--- src/design/motorDrive_config.svh ---
`ifndef MOTOR_DRIVE_CONFIG_SVH
`define MOTOR_DRIVE_CONFIG_SVH

// Counter widths.
`define MD_CNT_WIDTH    25
`define MD_SPLIT_WIDTH  2
`define MD_REV_WIDTH    16

// Sub-step period in clock cycles.
`define MD_PERIOD_INIT  40
`define MD_PERIOD_MIN   8
`define MD_PERIOD_MAX   200
`define MD_PERIOD_STEP  4   // Change per ramp pulse.

// Cycles with both gates off between legs.
`define MD_DEAD_CYCLES  3

`endif

--- src/design/motorDrivePkg.sv ---
`include "motorDrive_config.svh"

package motorDrivePkg;

    // Step index of one phase. Positions 0 to 11 are active.
    typedef logic [3:0] stepIndex_t;

    typedef logic [`MD_CNT_WIDTH-1:0]   period_t;
    typedef logic [`MD_SPLIT_WIDTH-1:0] split_t;

    localparam stepIndex_t STEPS_PER_REV  = 4'd12;
    localparam stepIndex_t STEP_IDLE      = 4'd15;   // All gates off.

    // Phase B lags A by 120 degrees, phase C by 240 degrees.
    localparam stepIndex_t PHASE_B_OFFSET = 4'd8;
    localparam stepIndex_t PHASE_C_OFFSET = 4'd4;

    // Last index of the high-side half of the table.
    localparam stepIndex_t HIGH_SIDE_LAST = 4'd5;

endpackage

--- src/design/speedRamp.sv ---
`timescale 1ns/1ns
`include "motorDrive_config.svh"

module speedRamp (
    input  logic                   clk,
    input  logic                   reset,
    input  logic                   freqInc,
    input  logic                   freqDec,
    output motorDrivePkg::period_t periodSet
);

    import motorDrivePkg::*;

    localparam period_t PERIOD_INIT = `MD_PERIOD_INIT;
    localparam period_t PERIOD_MIN  = `MD_PERIOD_MIN;
    localparam period_t PERIOD_MAX  = `MD_PERIOD_MAX;
    localparam period_t PERIOD_STEP = `MD_PERIOD_STEP;

    period_t periodNext;

    // A higher frequency means a shorter sub-step period.
    always_comb begin
        periodNext = periodSet;
        if (freqInc && !freqDec) begin
            if (periodSet < PERIOD_MIN + PERIOD_STEP) begin
                periodNext = PERIOD_MIN;
            end else begin
                periodNext = periodSet - PERIOD_STEP;
            end
        end else if (freqDec && !freqInc) begin
            if (periodSet > PERIOD_MAX - PERIOD_STEP) begin
                periodNext = PERIOD_MAX;
            end else begin
                periodNext = periodSet + PERIOD_STEP;
            end
        end
    end

    always_ff @(posedge clk) begin
        if (reset) begin
            periodSet <= PERIOD_INIT;
        end else begin
            periodSet <= periodNext;   // Both pulses at once leave it unchanged.
        end
    end

    // The step generator relies on a period inside the limits.
    periodInRange: assert property (
        @(posedge clk) disable iff (reset)
        (periodSet >= PERIOD_MIN) && (periodSet <= PERIOD_MAX)
    ) else $error("periodSet %0d outside the configured limits", periodSet);

endmodule

--- src/design/stepGenerator.sv ---
`timescale 1ns/1ns
`include "motorDrive_config.svh"

module stepGenerator (
    input  logic                        clk,
    input  logic                        reset,
    input  logic                        start,
    input  motorDrivePkg::period_t      periodSet,
    input  motorDrivePkg::split_t       splitMax,
    output motorDrivePkg::stepIndex_t   stepA,
    output motorDrivePkg::stepIndex_t   stepB,
    output motorDrivePkg::stepIndex_t   stepC,
    output logic [`MD_REV_WIDTH-1:0]    revolutions
);

    import motorDrivePkg::*;

    // Derived phases show this while phase A is idle.
    localparam stepIndex_t DERIVED_IDLE = 4'd14;

    logic    startDly;
    logic    startRise;
    period_t cnt;
    split_t  splitCnt;
    logic    cntLast;
    logic    subStepEnd;
    logic    stepEnd;
    logic    stepWrap;

    // Adds a phase offset to an active index, modulo twelve.
    function automatic stepIndex_t shiftStep(input stepIndex_t step,
                                             input stepIndex_t offset);
        logic [4:0] sum;
        sum = {1'b0, step} + {1'b0, offset};
        if (sum >= {1'b0, STEPS_PER_REV}) begin
            sum = sum - {1'b0, STEPS_PER_REV};
        end
        return sum[3:0];
    endfunction

    assign startRise  = start && !startDly;
    assign cntLast    = (cnt <= period_t'(1));
    assign subStepEnd = start && !startRise && cntLast;
    assign stepEnd    = subStepEnd && (splitCnt == '0);
    assign stepWrap   = stepEnd && (stepA == STEPS_PER_REV - 4'd1);

    always_ff @(posedge clk) begin
        if (reset) begin
            startDly <= 1'b0;
        end else begin
            startDly <= start;
        end
    end

    // Sub-step counter. A new period is only picked up on reload.
    always_ff @(posedge clk) begin
        if (reset) begin
            cnt <= '0;
        end else if (startRise || subStepEnd) begin
            cnt <= periodSet;
        end else if (start) begin
            cnt <= cnt - period_t'(1);
        end
    end

    always_ff @(posedge clk) begin
        if (reset) begin
            splitCnt <= '0;
        end else if (startRise) begin
            splitCnt <= splitMax;
        end else if (subStepEnd) begin
            if (splitCnt == '0) begin
                splitCnt <= splitMax;   // Last split of this step.
            end else begin
                splitCnt <= splitCnt - split_t'(1);
            end
        end
    end

    always_ff @(posedge clk) begin
        if (reset) begin
            stepA <= STEP_IDLE;
        end else if (startRise) begin
            stepA <= '0;
        end else if (stepWrap) begin
            stepA <= '0;
        end else if (stepEnd) begin
            stepA <= stepA + 4'd1;
        end
    end

    always_ff @(posedge clk) begin
        if (reset) begin
            revolutions <= '0;
        end else if (!start) begin
            revolutions <= '0;
        end else if (stepWrap) begin
            revolutions <= revolutions + 1'b1;
        end
    end

    always_comb begin
        if (stepA < STEPS_PER_REV) begin
            stepB = shiftStep(stepA, PHASE_B_OFFSET);
            stepC = shiftStep(stepA, PHASE_C_OFFSET);
        end else begin
            stepB = DERIVED_IDLE;
            stepC = DERIVED_IDLE;
        end
    end

    // Phase A only ever holds an active position or the idle code.
    stepAValid: assert property (
        @(posedge clk) disable iff (reset)
        (stepA < STEPS_PER_REV) || (stepA == STEP_IDLE)
    ) else $error("stepA reached unused value %0d", stepA);

endmodule

--- src/design/phaseDriver.sv ---
`timescale 1ns/1ns
`include "motorDrive_config.svh"

module phaseDriver (
    input  logic                      clk,
    input  logic                      reset,
    input  motorDrivePkg::stepIndex_t step,
    output logic                      gateHigh,
    output logic                      gateLow
);

    import motorDrivePkg::*;

    localparam int DEAD_WIDTH = $clog2(`MD_DEAD_CYCLES + 1);
    localparam logic [DEAD_WIDTH-1:0] DEAD_DONE = DEAD_WIDTH'(`MD_DEAD_CYCLES - 1);

    typedef enum logic [1:0] {
        LegOff,
        LegHigh,
        LegLow
    } leg_t;

    leg_t                  wantLeg;
    leg_t                  activeLeg;
    logic [DEAD_WIDTH-1:0] deadCnt;    // Cycles spent with both gates off.
    logic                  deadServed;

    always_comb begin
        if (step <= HIGH_SIDE_LAST) begin
            wantLeg = LegHigh;
        end else if (step < STEPS_PER_REV) begin
            wantLeg = LegLow;
        end else begin
            wantLeg = LegOff;   // Idle and derived-idle codes.
        end
    end

    always_comb begin
        if (gateHigh) begin
            activeLeg = LegHigh;
        end else if (gateLow) begin
            activeLeg = LegLow;
        end else begin
            activeLeg = LegOff;
        end
    end

    // The current cycle completes the dead time.
    assign deadServed = (deadCnt == DEAD_DONE);

    always_ff @(posedge clk) begin
        if (reset) begin
            gateHigh <= 1'b0;
            gateLow  <= 1'b0;
            deadCnt  <= DEAD_DONE;
        end else if (activeLeg != LegOff) begin
            if (wantLeg != activeLeg) begin
                // Leave the leg at once; the new one waits out the dead time.
                gateHigh <= 1'b0;
                gateLow  <= 1'b0;
                deadCnt  <= '0;
            end
        end else begin
            if (deadServed) begin
                gateHigh <= (wantLeg == LegHigh);
                gateLow  <= (wantLeg == LegLow);
            end else begin
                deadCnt <= deadCnt + 1'b1;
            end
        end
    end

    // The two switches of one leg must never conduct together.
    noShootThrough: assert property (
        @(posedge clk) disable iff (reset)
        !(gateHigh && gateLow)
    ) else $error("gateHigh and gateLow both on at step %0d", step);

endmodule

--- src/design/motorDriveTop.sv ---
`timescale 1ns/1ns
`include "motorDrive_config.svh"

module motorDriveTop (
    input  logic                      clk,
    input  logic                      reset,
    input  logic                      start,
    input  logic                      freqInc,
    input  logic                      freqDec,
    input  motorDrivePkg::split_t     splitMax,
    output logic                      gateHighA,
    output logic                      gateLowA,
    output logic                      gateHighB,
    output logic                      gateLowB,
    output logic                      gateHighC,
    output logic                      gateLowC,
    output motorDrivePkg::stepIndex_t stepA,
    output motorDrivePkg::period_t    periodSet,
    output logic [`MD_REV_WIDTH-1:0]  revolutions
);

    import motorDrivePkg::*;

    stepIndex_t stepB;
    stepIndex_t stepC;

    speedRamp i_speedRamp (
        .clk       (clk),
        .reset     (reset),
        .freqInc   (freqInc),
        .freqDec   (freqDec),
        .periodSet (periodSet)
    );

    stepGenerator i_stepGenerator (
        .clk         (clk),
        .reset       (reset),
        .start       (start),
        .periodSet   (periodSet),
        .splitMax    (splitMax),
        .stepA       (stepA),
        .stepB       (stepB),
        .stepC       (stepC),
        .revolutions (revolutions)
    );

    // One gate driver per motor phase.
    phaseDriver i_phaseDriverA (
        .clk      (clk),
        .reset    (reset),
        .step     (stepA),
        .gateHigh (gateHighA),
        .gateLow  (gateLowA)
    );

    phaseDriver i_phaseDriverB (
        .clk      (clk),
        .reset    (reset),
        .step     (stepB),
        .gateHigh (gateHighB),
        .gateLow  (gateLowB)
    );

    phaseDriver i_phaseDriverC (
        .clk      (clk),
        .reset    (reset),
        .step     (stepC),
        .gateHigh (gateHighC),
        .gateLow  (gateLowC)
    );

endmodule

--- config.mk ---
export PLATFORM = sky130hd
export DESIGN_NAME = motorDriveTop
export DESIGN_NICKNAME = d
export VERILOG_FILES = /design/src/design/motorDrivePkg.sv /design/src/design/speedRamp.sv /design/src/design/stepGenerator.sv /design/src/design/phaseDriver.sv /design/src/design/motorDriveTop.sv
export VERILOG_INCLUDE_DIRS = /design/src /design/src/design
export SDC_FILE = /design/constraint.sdc
export NUM_CORES = 1
export LEC_CHECK = 0
export BUFFER_PORTS_ARGS = -buffer_cell sky130_fd_sc_hd__buf_2
export CORE_ASPECT_RATIO = 0.8
export CORE_MARGIN = 2
export CORE_UTILIZATION = 59
export CTS_CLUSTER_DIAMETER = 40
export DETAILED_ROUTE_END_ITERATION = 6
export PLACE_DENSITY_LB_ADDON = 0.12
export SYNTH_ARGS = -nofsm -noshare
export SYNTH_HDL_FRONTEND = slang
export SYNTH_SLANG_ARGS = --single-unit
export TNS_END_PERCENT = 5
--- constraint.sdc ---
create_clock -name clk -period 3.15 [get_ports clk]
set_clock_uncertainty 0.2 [all_clocks]
set_input_delay 0.315 -clock clk [delete_from_list [all_inputs] [get_ports clk]]
set_output_delay 0.315 -clock clk [all_outputs]
set_load 0.02 [all_outputs]
; Yosys cells after proc, flatten, opt, wreduce, memory -nomap -nowiden
; Index checks and enable logic that the tools add are counted.
; Widths: inputs -> output; s select.
[word_totals]
ff_bits = 85
input_bits = 7
output_inout_bits = 51
[op_classes]
add_sub_neg = 13
order_cmp = 11
n_eq_ne = 19
n_mux = 52
bitwise_logic = 1
reduce_logical = 30
[ops]
columns = op, count
row1 = $mux 25, 6
row2 = $mux 2, 24
row3 = $mux 4, 7
row4 = $add 25x3->25 const B, 1
row5 = $gt 25x8->1 const B, 1
row6 = $le 25x1->1 const B, 1
row7 = $lt 25x4->1 const B, 1
row8 = $sub 25x1->25 const B, 1
row9 = $sub 25x3->25 const B, 1
row10 = $reduce_bool 2->1, 9
row11 = $add 16x1->16 const B, 1
row12 = $mux 1, 15
row13 = $eq 2x2->1 const B, 6
row14 = $le 4x3->1 const B, 3
row15 = $lt 4x4->1 const B, 3
row16 = $ne 2x2->1 const B, 6
row17 = $reduce_and 2->1, 6
row18 = $ge 5x4->1 const B, 2
row19 = $sub 4x4->4 const B, 2
row20 = $logic_and 1x1->1, 7
row21 = $add 2x1->2 const B, 3
row22 = $eq 2x1->1 const B, 3
row23 = $ne 2x2->1, 3
row24 = $add 4x3->5 const B, 1
row25 = 10 further kinds, 13

; Logic depth before layout (Yosys ltp)
; Gate-level depths: netlist of run 1.
[logic_depth]
ltp_word = 10
ltp_mapped = 10

; Hierarchy
; From an unflattened synthesis of run 1, not the netlist that was laid out.
[hier_totals]
cells_unflattened = 701
area_unflattened_um2 = 5555.3
[modules_own_cells]
columns = mod, instances, cells_each, area_per_inst_um2, seq_area_each_um2
row1 = stepGenerator, 1, 397, 3135.5, 960.9
row2 = speedRamp, 1, 202, 1590.3, 460.4
row3 = phaseDriver, 3, 34, 276.5, 80.1

; Least setup slack after synthesis of run 1
; OpenSTA, ideal clock, no wires.
[synth_path]
path_type = register -> register
startpoint = register i_stepGenerator.cnt[13]
endpoint = register i_stepGenerator.cnt[20]
setup_time_ps = 103
arrival_ps = 2213
required_time_ps = 2847
setup_slack_ps = 634
path_stages_with_launch = 8
path_buffers = 1
synth_period_minus_slack_ps = 2516
cell_sequence = dfxtp_1 -> nor3_1 -> nand4_1 -> o31ai_1 -> nor2_1 -> buf_2 -> mux2i_1 -> a2111oi_2
[synth_via]
elab_chain_cells = 4
word_cells_on_any_way = 7
cone_classes = 1 x add/sub / 1 x order compare / 2 x mux / 3 x reduce/logical
[synth_lines]
columns = element, line
row1 = start: declaration, stepGenerator.sv:23  ; period_t cnt;
row2 = start signal: assignment, stepGenerator.sv:60  ; cnt <= periodSet;
row3 = start signal: assignment, stepGenerator.sv:62  ; cnt <= cnt - period_t'(1);
row4 = $le 25x1->1, stepGenerator.sv:42  ; assign cntLast = (cnt <= period_t'(1));
row5 = $logic_and 1x1->1, stepGenerator.sv:43  ; assign subStepEnd = start && !startRise && cntLast;
row6 = $logic_or 1x1->1, stepGenerator.sv:59  ; end else if (startRise || subStepEnd) begin
row7 = $mux 25 or $reduce_bool 2->1 (tied branches), n/a
; Several ways; a longest one is shown, not always the timed one. The select of a mux whose other input is x is not followed.
; A chain may end at the register's enable or synchronous reset.

; Worst setup path in the final report of run 1
[layout_path]
startpoint = register i_stepGenerator.cnt[20]
endpoint = register i_stepGenerator.revolutions[15]
[layout_via]
elab_chain_cells = 4
[layout_lines]
columns = element, line
row1 = $le 25x1->1, stepGenerator.sv:42
row2 = $logic_and 1x1->1, stepGenerator.sv:43
row3 = $logic_and 1x1->1, stepGenerator.sv:44  ; assign stepEnd = subStepEnd && (splitCnt == '0);
row4 = $logic_and 1x1->1, stepGenerator.sv:45  ; assign stepWrap = stepEnd && (stepA == STEPS_PER_REV - 4'd1);
row5 = end signal: assignment, stepGenerator.sv:98  ; revolutions <= revolutions + 1'b1;
row6 = end: declaration, stepGenerator.sv:13  ; output logic [`MD_REV_WIDTH-1:0] revolutions
; Every way passes these cells.

==> metrics.yaml, run 1 <==
run_status:
  status: "finished clean"
synthesis:
  yosysUniqueCellTypes: 69
  syn_inst: 629
  syn_avg_cell_area_um2: 7.887
  synth-seq-cells: 83
  ys_seq_area_frac: 0.3349
  synthArstFlopShare: 0
  synth_commonest_cells: "dfxtp_1 (83), nor2_1 (61), a21oi_1 (48)"
  synth_top_cell_by_area: "dfxtp_1"
  synth_top_flop_cell: "dfxtp_1"
  synth_edf_count: 0
  synth_area_leaders: "dfxtp_1 (33%), a21oi_1 (4.8%), ha_1 (4.8%), nor2_1 (4.6%), o21ai_0 (4.5%)"
  synth_top_area_frac: 0.3349
  yosysMostFrequentCell: "dfxtp_1"
  yosysWarnings: 0
  syn-cell-area_um2: 4961
sta:
  min_period_ns: 2.906
  setup_tns_ns: 0
  slew_viol_final: 0
  rsz0062_at_grt: "false"
  max-slew-margin-rel: 0.4892
  max_freq_ghz: 0.3441
  hold_violations: 0
  post-route-period-util: 0.9226
  worstMarginPinSlew_ns: 0.7633
  setup_viol: 0
  whs_ns: 0.03549
route:
  drt-wirelength-per-cell_um: 17.66
  dr_total_vias: 5222
  drt_wl_total_mm: 14.13
  ant_nets: 0
  drt-initial-drc-count: 488
  drc: 0
  vias_per_cell: 6.528
  dr.pass1.iters: 5
cts:
  numClockSinks: 83
  clock-root-buffer: "clkbuf_8"
  cts_made_buffers: 9
  clock_latency_ns: 0.37
  htree_levels: 3
  cts_hold_buffers: 0
  clkTransAtPathRegs_ns: 0.08
  cts_tree: "done"
  cts_buffer_depth: 2
die:
  io_pins: 58
  core_area_um2: 8055
  fp.dieH_um: 86.02
  die_w_um: 106.5
  fp-row-count: 29
  dieArea_um2: 9162
  floorplan.initialDensity: 0.6159
critical_path:
  startpoint_type: "flip-flop"
  worst_ep_required_time_ns: 3.17
  cp.arrival_ns: 2.93
  worst-setup-path-type: "reg2reg"
  crit_fanout: 18
  cp-end-kind: "flip-flop"
  ff2ff_setup_slack_ns: 0.24
grt:
  antenna_found_initial: 0
  grt_pass1_vias: 4748
  grt_max_degree: 53
  grt_pass1_wl_mm: 23.18
  grt_use_total: 0.3164
  grt.overflow.total: 0
power_and_ir_drop:
  power_leakage_nw: 2.301
  switching_share: 0.3597
  ir_drop_mv: 0.2762
  combPwrFrac: 0.299
  clkPwrFrac: 0.288
  p_int_mw: 1.952
  power.switching_mw: 1.097
  power_frac_seq: 0.414
  powerDensity_nw_per_um2: 540.1
place:
  place_inst: 782
  hpwl_mm: 10.06
  port_buffers: 55
  gp_congestion: 0.9765
job:
  maxCapViolations: 0
final_layout:
  nets: 713
  final.fill_count: 696
  drive_gt1_frac: 0.1633
  area_delta_synth_final_pct: 13.77
  stdcell_count: 800
  diodes: 0
worst_hold_path:
  hold_class: "in2reg"
routing by layer:
layer,part of all wire,vias up,track usage,wire length (um)
li1,-,2491,-,-
met1,0.47,2472,0.4564,6643
met2,0.43,235,0.4656,6067
met3,0.084,24,0.07675,1186
met4,0.017,0,0.1015,234
met5,0,-,0,0
what timing repair did:
action / CTS / global route
setup buffers: 0 / 2
gates resized for setup: 0 / 1
setup endpoints to repair: 0 / 6
power groups by stage:
stage / clock network [mW] / registers (mW) / logic [mW]
floorplan: 0 / 1.28 / 0.648
global placement: 0 / 1.27 / 0.856
detailed placement: 0 / 1.28 / 0.886
CTS: 0.888 / 1.26 / 0.893
global route: 0.932 / 1.28 / 1.01
finish: 0.877 / 1.26 / 0.911
state kept, by name, summed over array words and instances, names as in the netlist, 2 cells and up:
register / count
i_stepGenerator.cnt: 25
i_speedRamp.periodSet: 23
i_stepGenerator.revolutions: 16
i_stepGenerator.stepA: 4
i_phaseDriverA.deadCnt: 2
i_phaseDriverB.deadCnt: 2
i_phaseDriverC.deadCnt: 2
i_stepGenerator.splitCnt: 2
through the flow:
step / cell area [um^2] / setup slack (ns) / power, mW / util
2_1_floorplan: 4965 / 0.6337 / 1.928 / -
3_3_place_gp: 5398 / 0.3771 / 2.129 / 0.6701
3_5_place_dp: 5398 / 0.2395 / 2.168 / 0.6701
4_1_cts: 5624 / 0.1980 / 3.037 / 0.6982
5_1_grt: 5644 / 0.02493 / 3.217 / 0.7007
6_report: 5644 / 0.2437 / 3.049 / 0.7007
worst max-delay path, stage by stage, from the launching register on:
cell and delay (ns):
dfxtp_1 0.39, nor4_4 0.51, nand4b_1 0.35, nor3_4 0.37, o211ai_2 0.36, o311ai_0 0.44, o41ai_1 0.14
cells in the final DEF (no fill, tap or decap), drive strengths merged, types with 8 or more instances in the layout:
cell	synthesis	final
dfxtp	83	83
buf	7	79
nor2	61	61
a21oi	48	48
o21ai	46	46
nand2	44	44
nor3	32	32
inv	29	30
nand3	26	26
nor4	23	23
ha	19	19
or3	15	15
nand4	14	14
a22oi	13	13
o211ai	13	13
and3	11	11
clkbuf	26	11
or4	10	10
a31oi	9	9
mux2i	8	8
path summary, 6_finish.rpt:
| path | from | endpoint | cells past startpoint |
|---|---|---|---|
| setup / recovery | i_stepGenerator.cnt[20] | i_stepGenerator.revolutions[15] | 6 |
| hold reg to reg | i_phaseDriverC.deadCnt[1] | i_phaseDriverC.deadCnt[1] | 2 |
| setup reg to reg | i_stepGenerator.cnt[20] | i_stepGenerator.revolutions[15] | 6 |
| hold / removal | splitMax[1] | i_stepGenerator.splitCnt[1] | 3 |
logic make-up after synthesis:
logic type,count (synthesis),share of synthesized area
other,1,0.0007559
AOI/OAI and AO/OA,191,0.2588
buffers and inverters,63,0.05145
muxes,13,0.02749
and+or+nand+nor,256,0.2734
adders and majority gates,19,0.04792
DFF,83,0.3349
xor gates and xnor gates,3,0.005297
layout make-up:
type	count	area, um^2	share of cell area
tap	108	135.1	0.02394
sequential	83	1662	0.2944
multi-input combinational	484	3053	0.5409
clock inverter	5	85.08	0.01507
inverter	30	112.6	0.01995
clock buffer	11	141.4	0.02505
timing repair buffer	79	455.4	0.08069
Power figures use the tool's default switching activity.
==> inputs of run 2 (changes only) <==
- BUFFER_PORTS_ARGS: -buffer_cell sky130_fd_sc_hd__buf_2 -> -buffer_cell sky130_fd_sc_hd__clkbuf_2
- TNS_END_PERCENT: 5 -> 50
==> metrics.yaml, run 2 (same netlist as run 1, synthesis figures left out) <==
run_status:
  status: "finished clean"
grt:
  antenna_found_initial: 0
  grt_pass1_vias: 4786
  grt_pass1_wl_mm: 23.69
  grt.overflow.total: 0
  grt_max_degree: 53
  grt_use_total: 0.3225
critical_path:
  worst_ep_required_time_ns: 3.15
  worstReg2RegEnd: "i_stepGenerator.cnt[22]"
  cp-end-kind: "flip-flop"
  startpoint_type: "flip-flop"
  cp.arrival_ns: 2.92
  rr_worst_depth: 7
  crit_fanout: 7
  ff2ff_setup_slack_ns: 0.23
  worst-setup-path-type: "reg2reg"
  rr_startpoint: "i_stepGenerator.cnt[0]"
route:
  dr_total_vias: 5265
  dr.pass1.iters: 5
  drt_wl_total_mm: 14.55
  drt-initial-drc-count: 558
  drc: 0
  vias_per_cell: 6.565
  ant_nets: 0
  drt-wirelength-per-cell_um: 18.14
die:
  die_w_um: 106.5
  io_pins: 58
  core_area_um2: 8055
  fp-row-count: 29
  floorplan.initialDensity: 0.6159
  fp.dieH_um: 86.02
  dieArea_um2: 9162
sta:
  max-slew-margin-rel: 0.3882
  slew_viol_final: 0
  max_freq_ghz: 0.3427
  setup_viol: 0
  post-route-period-util: 0.9264
  hold_violations: 0
  min_period_ns: 2.918
  rsz0062_at_grt: "false"
  setup_tns_ns: 0
  worstMarginPinSlew_ns: 0.9143
place:
  gp_congestion: 0.9789
  port_buffers: 55
  postPlaceCellArea_um2: 5420
  hpwl_mm: 10.36
power_and_ir_drop:
  powerDensity_nw_per_um2: 514.9
  total_power_mw: 2.892
  power_leakage_nw: 2.254
  ir_drop_mv: 0.2926
cts:
  clock_latency_ns: 0.36
  numClockSinks: 83
  cts_made_buffers: 9
  htree_levels: 3
  clkTransAtPathRegs_ns: 0.09
  cts_buffer_depth: 2
  clock-root-buffer: "clkbuf_8"
  postCtsSetupRepairBufs: 0
  cts_tree: "done"
final_layout:
  utilization: 0.6971
  reg_top3: "i_stepGenerator.cnt x25, i_speedRamp.periodSet x23, i_stepGenerator.revolutions x16"
  final_area_um2: 5615
  final.fill_count: 689
  final_cell_mix: "dfxtp_1 (83), nor2_1 (61), clkbuf_2 (55)"
  nets: 715
  diodes: 0
  regMostFlops: "i_stepGenerator.cnt"
  area_delta_synth_final_pct: 13.19
  largest_reg_flops: 25
  regArea_um2: 1662
  multi_input_area_um2: 3057
  final_common_cell: "dfxtp_1"
  drive_gt1_frac: 0.1643
job:
  maxCapViolations: 0
worst_hold_path:
  min_path_cells: 4
  whs_endpoint: "i_stepGenerator.splitCnt[0]"
  hp-start: "splitMax[0]"
  hold_class: "in2reg"
## run 2: changes by cell type in the layout (fill, tap and decap cells not counted), sizes merged
cell         previous run  this run
clkinv                  2         5
buf                    79        25
clkbuf                 11        64
dlygate4sd3             0         1
bufinv                  2         0
inv                    30        31
## run 2: cell type report
class	instances	share of cell area
Inverter	30	0.02005
Clock inverter	7	0.009358
Multi-Input combinational cell	484	0.5443
Clock buffer	9	0.02206
Sequential cell	83	0.2959
Tap cell	108	0.02406
Timing Repair Buffer	81	0.08422
## run 2: critical path, stage by stage, from the launching register on
cell      delay (ns)
dfxtp_1         0.34
inv_1           0.10
ha_1            0.24
nor4b_1         0.60
nand4_1         0.47
o211a_1         0.36
o21ai_0         0.26
o311ai_0        0.19
## run 2: layer usage
layer  vias up  GRT usage  wire, um
li1       2499          -         -
met5         -          0         0
met4         0     0.1015       193
met3        27    0.06231      1443
met2       290     0.4883      6344
met1      2449     0.4648      6571
## run 2: how the worst max path moves through the flow
| stage | start | end |
|---|---|---|
| 6_report | i_stepGenerator.cnt[0] | i_stepGenerator.cnt[22] |
| 5_1_grt | i_stepGenerator.cnt[8] | i_stepGenerator.cnt[20] |
| 4_1_cts | i_stepGenerator.cnt[8] | i_stepGenerator.revolutions[15] |
| 3_5_place_dp | i_stepGenerator.cnt[20] | i_stepGenerator.revolutions[15] |
| 3_3_place_gp | i_stepGenerator.cnt[20] | i_stepGenerator.revolutions[12] |
| 2_1_floorplan | i_stepGenerator.cnt[13] | i_stepGenerator.cnt[20] |
## run 2: through the flow
step / worst slack (ns) / std cells / hold WS [ns]
floorplan: 0.6337 / 630 / 0.2424
global placement: 0.3962 / 785 / 0.2529
detailed placement: 0.2285 / 785 / 0.2618
CTS: 0.2085 / 802 / 0.1304
global route: 0.05281 / 802 / 0.2092
finish: 0.2320 / 802 / 0.1405
## run 2: report_power, final
group	switching (mW)	total, mW	internal [mW]
clock network	0.422	0.714	0.292
logic	0.577	0.915	0.338
registers	0.120	1.26	1.14
## run 2: what timing repair did
item | 4_1_cts | 5_1_grt
endpoints found under the setup margin | 0 | 6
gates resized for setup | 0 | 1
hold buffers | 1 | 0
endpoints found under the hold margin | 1 | 0
==> inputs of run 3 (changes only) <==
- ABC_AREA: not set -> 1
- CORE_UTILIZATION: 59 -> 60
==> metrics.yaml, run 3 <==
route:
  ant_nets: 0
  dr_total_vias: 5948
  drt_wl_total_mm: 15.08
  drc: 0
  drt-initial-drc-count: 632
  vias_per_cell: 5.590
  dr.pass1.iters: 5
  drt-wirelength-per-cell_um: 14.17
critical_path:
  worst-setup-path-type: "reg2reg"
  cp.arrival_ns: 2.59
  startpoint_type: "flip-flop"
  worstReg2RegEnd: "i_stepGenerator.cnt[6]"
  crit_fanout: 25
  ff2ff_setup_slack_ns: 0.57
  rr_startpoint: "i_stepGenerator.cnt[1]"
  rr_worst_depth: 13
  worst_ep_required_time_ns: 3.16
  cp-end-kind: "flip-flop"
synthesis:
  yosysWarnings: 0
  synth_top_family_by_area: "simple AND/OR/NAND/NOR gates"
  syn-cell-area_um2: 5603
  synth_edf_count: 0
  synth-xor-area-share: 0.06565
  synthArstFlopShare: 0
  syn_avg_cell_area_um2: 6.191
  ys_seq_area_frac: 0.2966
  synth_adder_area_share: 0.04243
  synth-simple-area-share: 0.3810
  synth_area_leaders: "dfxtp_1 (30%), nand2_1 (15%), nand3_1 (11%), nor2_1 (7.4%), inv_1 (6.7%)"
  yosysUniqueCellTypes: 36
  syn_inst: 905
  synth-compound-area-share: 0.1128
  synth_top_cell_by_area: "dfxtp_1"
  synth-seq-cells: 83
  yosysMostFrequentCell: "nand2_1"
  synth_top_flop_cell: "dfxtp_1"
  synth_top_area_frac: 0.2966
  synth_commonest_cells: "nand2_1 (225), nand3_1 (119), nor2_1 (111)"
  synth_mux_area_frac: 0
die:
  die_w_um: 112.0
  fp.dieH_um: 90.43
  dieArea_um2: 10130
  floorplan.initialDensity: 0.6173
  core_area_um2: 9076
  fp-row-count: 31
  io_pins: 58
grt:
  antenna_found_initial: 0
  grt_max_degree: 42
  grt_use_total: 0.3041
  grt_pass1_wl_mm: 25.60
  grt.overflow.total: 0
  grt_pass1_vias: 5446
cts:
  clock_latency_ns: 0.34
  cts_hold_buffers: 0
  clkTransAtPathRegs_ns: 0.06
  clock-root-buffer: "clkbuf_16"
  numClockSinks: 83
  htree_levels: 3
  cts_buffer_depth: 2
  cts.repair.resized: 0
  cts_tree: "done"
  postCtsSetupRepairBufs: 0
  cts_made_buffers: 9
place:
  hpwl_mm: 10.82
  port_buffers: 55
  gp_congestion: 0.9805
  postPlaceCellArea_um2: 5907
sta:
  worstMarginPinSlew_ns: 0.7999
  min_period_ns: 2.581
  setup_tns_ns: 0
  max-slew-margin-rel: 0.4661
  setup_viol: 0
  post-route-period-util: 0.8192
  max_freq_ghz: 0.3875
  slew_viol_final: 0
  rsz0062_at_grt: "false"
  hold_violations: 0
run_status:
  status: "finished clean"
final_layout:
  drive_gt1_frac: 0.09168
  final_area_um2: 6203
  regArea_um2: 1662
  final_common_cell: "nand2_1"
  multi_input_area_um2: 3379
  regMostFlops: "i_stepGenerator.cnt"
  nets: 970
  final.fill_count: 831
  diodes: 0
  final_cell_mix: "nand2_1 (225), nand3_1 (119), nor2_1 (111)"
  largest_reg_flops: 25
  reg_top3: "i_stepGenerator.cnt x25, i_speedRamp.periodSet x23, i_stepGenerator.revolutions x16"
  area_delta_synth_final_pct: 10.72
power_and_ir_drop:
  power_leakage_nw: 2.964
  total_power_mw: 3.739
  powerDensity_nw_per_um2: 602.8
  ir_drop_mv: 0.6256
job:
  maxCapViolations: 0
worst_hold_path:
  hp-start: "splitMax[1]"
  min_path_cells: 3
  whs_endpoint: "i_stepGenerator.splitCnt[1]"
  hold_class: "in2reg"
==> run 3: cell families after synthesis <==
| kind of cell | count (synthesis) |
|---|---|
| compound gates | 122 |
| xor+xnor | 42 |
| fa+ha+maj | 19 |
| buf+inv | 141 |
| flops | 83 |
| other cells | 1 |
| simple gates | 497 |
==> run 3: layer usage <==
| metal | vias to the layer above | global-route usage | share of wire |
|---|---|---|---|
| li1 | 2978 | - | - |
| met1 | 2696 | 0.4298 | 0.46 |
| met2 | 255 | 0.4778 | 0.44 |
| met3 | 19 | 0.06443 | 0.093 |
| met4 | 0 | 0.07317 | 0.012 |
| met5 | - | 0 | 0 |
==> run 3: where the power goes <==
group	total [mW]	leakage, nW	switching (mW)	internal [mW]
Combinational	1.36	2.14	0.907	0.453
Clock	1.07	0.139	0.431	0.635
Sequential	1.31	0.681	0.138	1.18
==> run 3: how the worst max path moves through the flow <==
stage,start,slack [ns],end,depth (start not counted)
after floorplan,i_stepGenerator.stepA[0],1.12,i_phaseDriverA.gateHigh,12
after global placement,i_stepGenerator.cnt[1],0.72,i_stepGenerator.cnt[5],13
after detailed placement,i_stepGenerator.cnt[1],0.64,i_stepGenerator.cnt[6],13
after CTS,i_stepGenerator.cnt[1],0.62,i_stepGenerator.cnt[5],13
after global routing,i_stepGenerator.cnt[1],0.27,i_stepGenerator.cnt[24],14
final,i_stepGenerator.cnt[1],0.57,i_stepGenerator.cnt[6],13
==> run 3: critical path, cell delays in order (launching register included) <==
cell and delay (ns):
dfxtp_1 0.31, inv_1 0.10, ha_1 0.15, inv_1 0.04, nor2_1 0.11, nand2_1 0.09
nor2_1 0.11, nand2_1 0.07, nand2_2 0.08, nand2_4 0.18, nand2_1 0.62, nand2_1 0.18
nand3_1 0.11, a21oi_1 0.07
==> run 3: final cells by class <==
| class | count | area share |
|---|---|---|
| inverters | 107 | 0.06474 |
| flip-flops and latches | 83 | 0.2678 |
| clock inverters | 4 | 0.008068 |
| multi-input cells | 682 | 0.5448 |
| repair buffers | 61 | 0.05163 |
| clock buffers | 12 | 0.03973 |
| well taps | 115 | 0.02319 |
==> run 3: through the flow <==
stage / hold slack [ns] / std cells / setup slack, ns / utilization
after CTS: 0.02194 / 1064 / 0.6181 / 0.6835
final: 0.02894 / 1064 / 0.5695 / 0.6835
after detailed placement: 0.2811 / 1048 / 0.6417 / 0.6508
after global routing: 0.08561 / 1064 / 0.2679 / 0.6835
after global placement: 0.2582 / 1048 / 0.7221 / 0.6508
after floorplan: 0.2458 / 906 / 1.121 / -
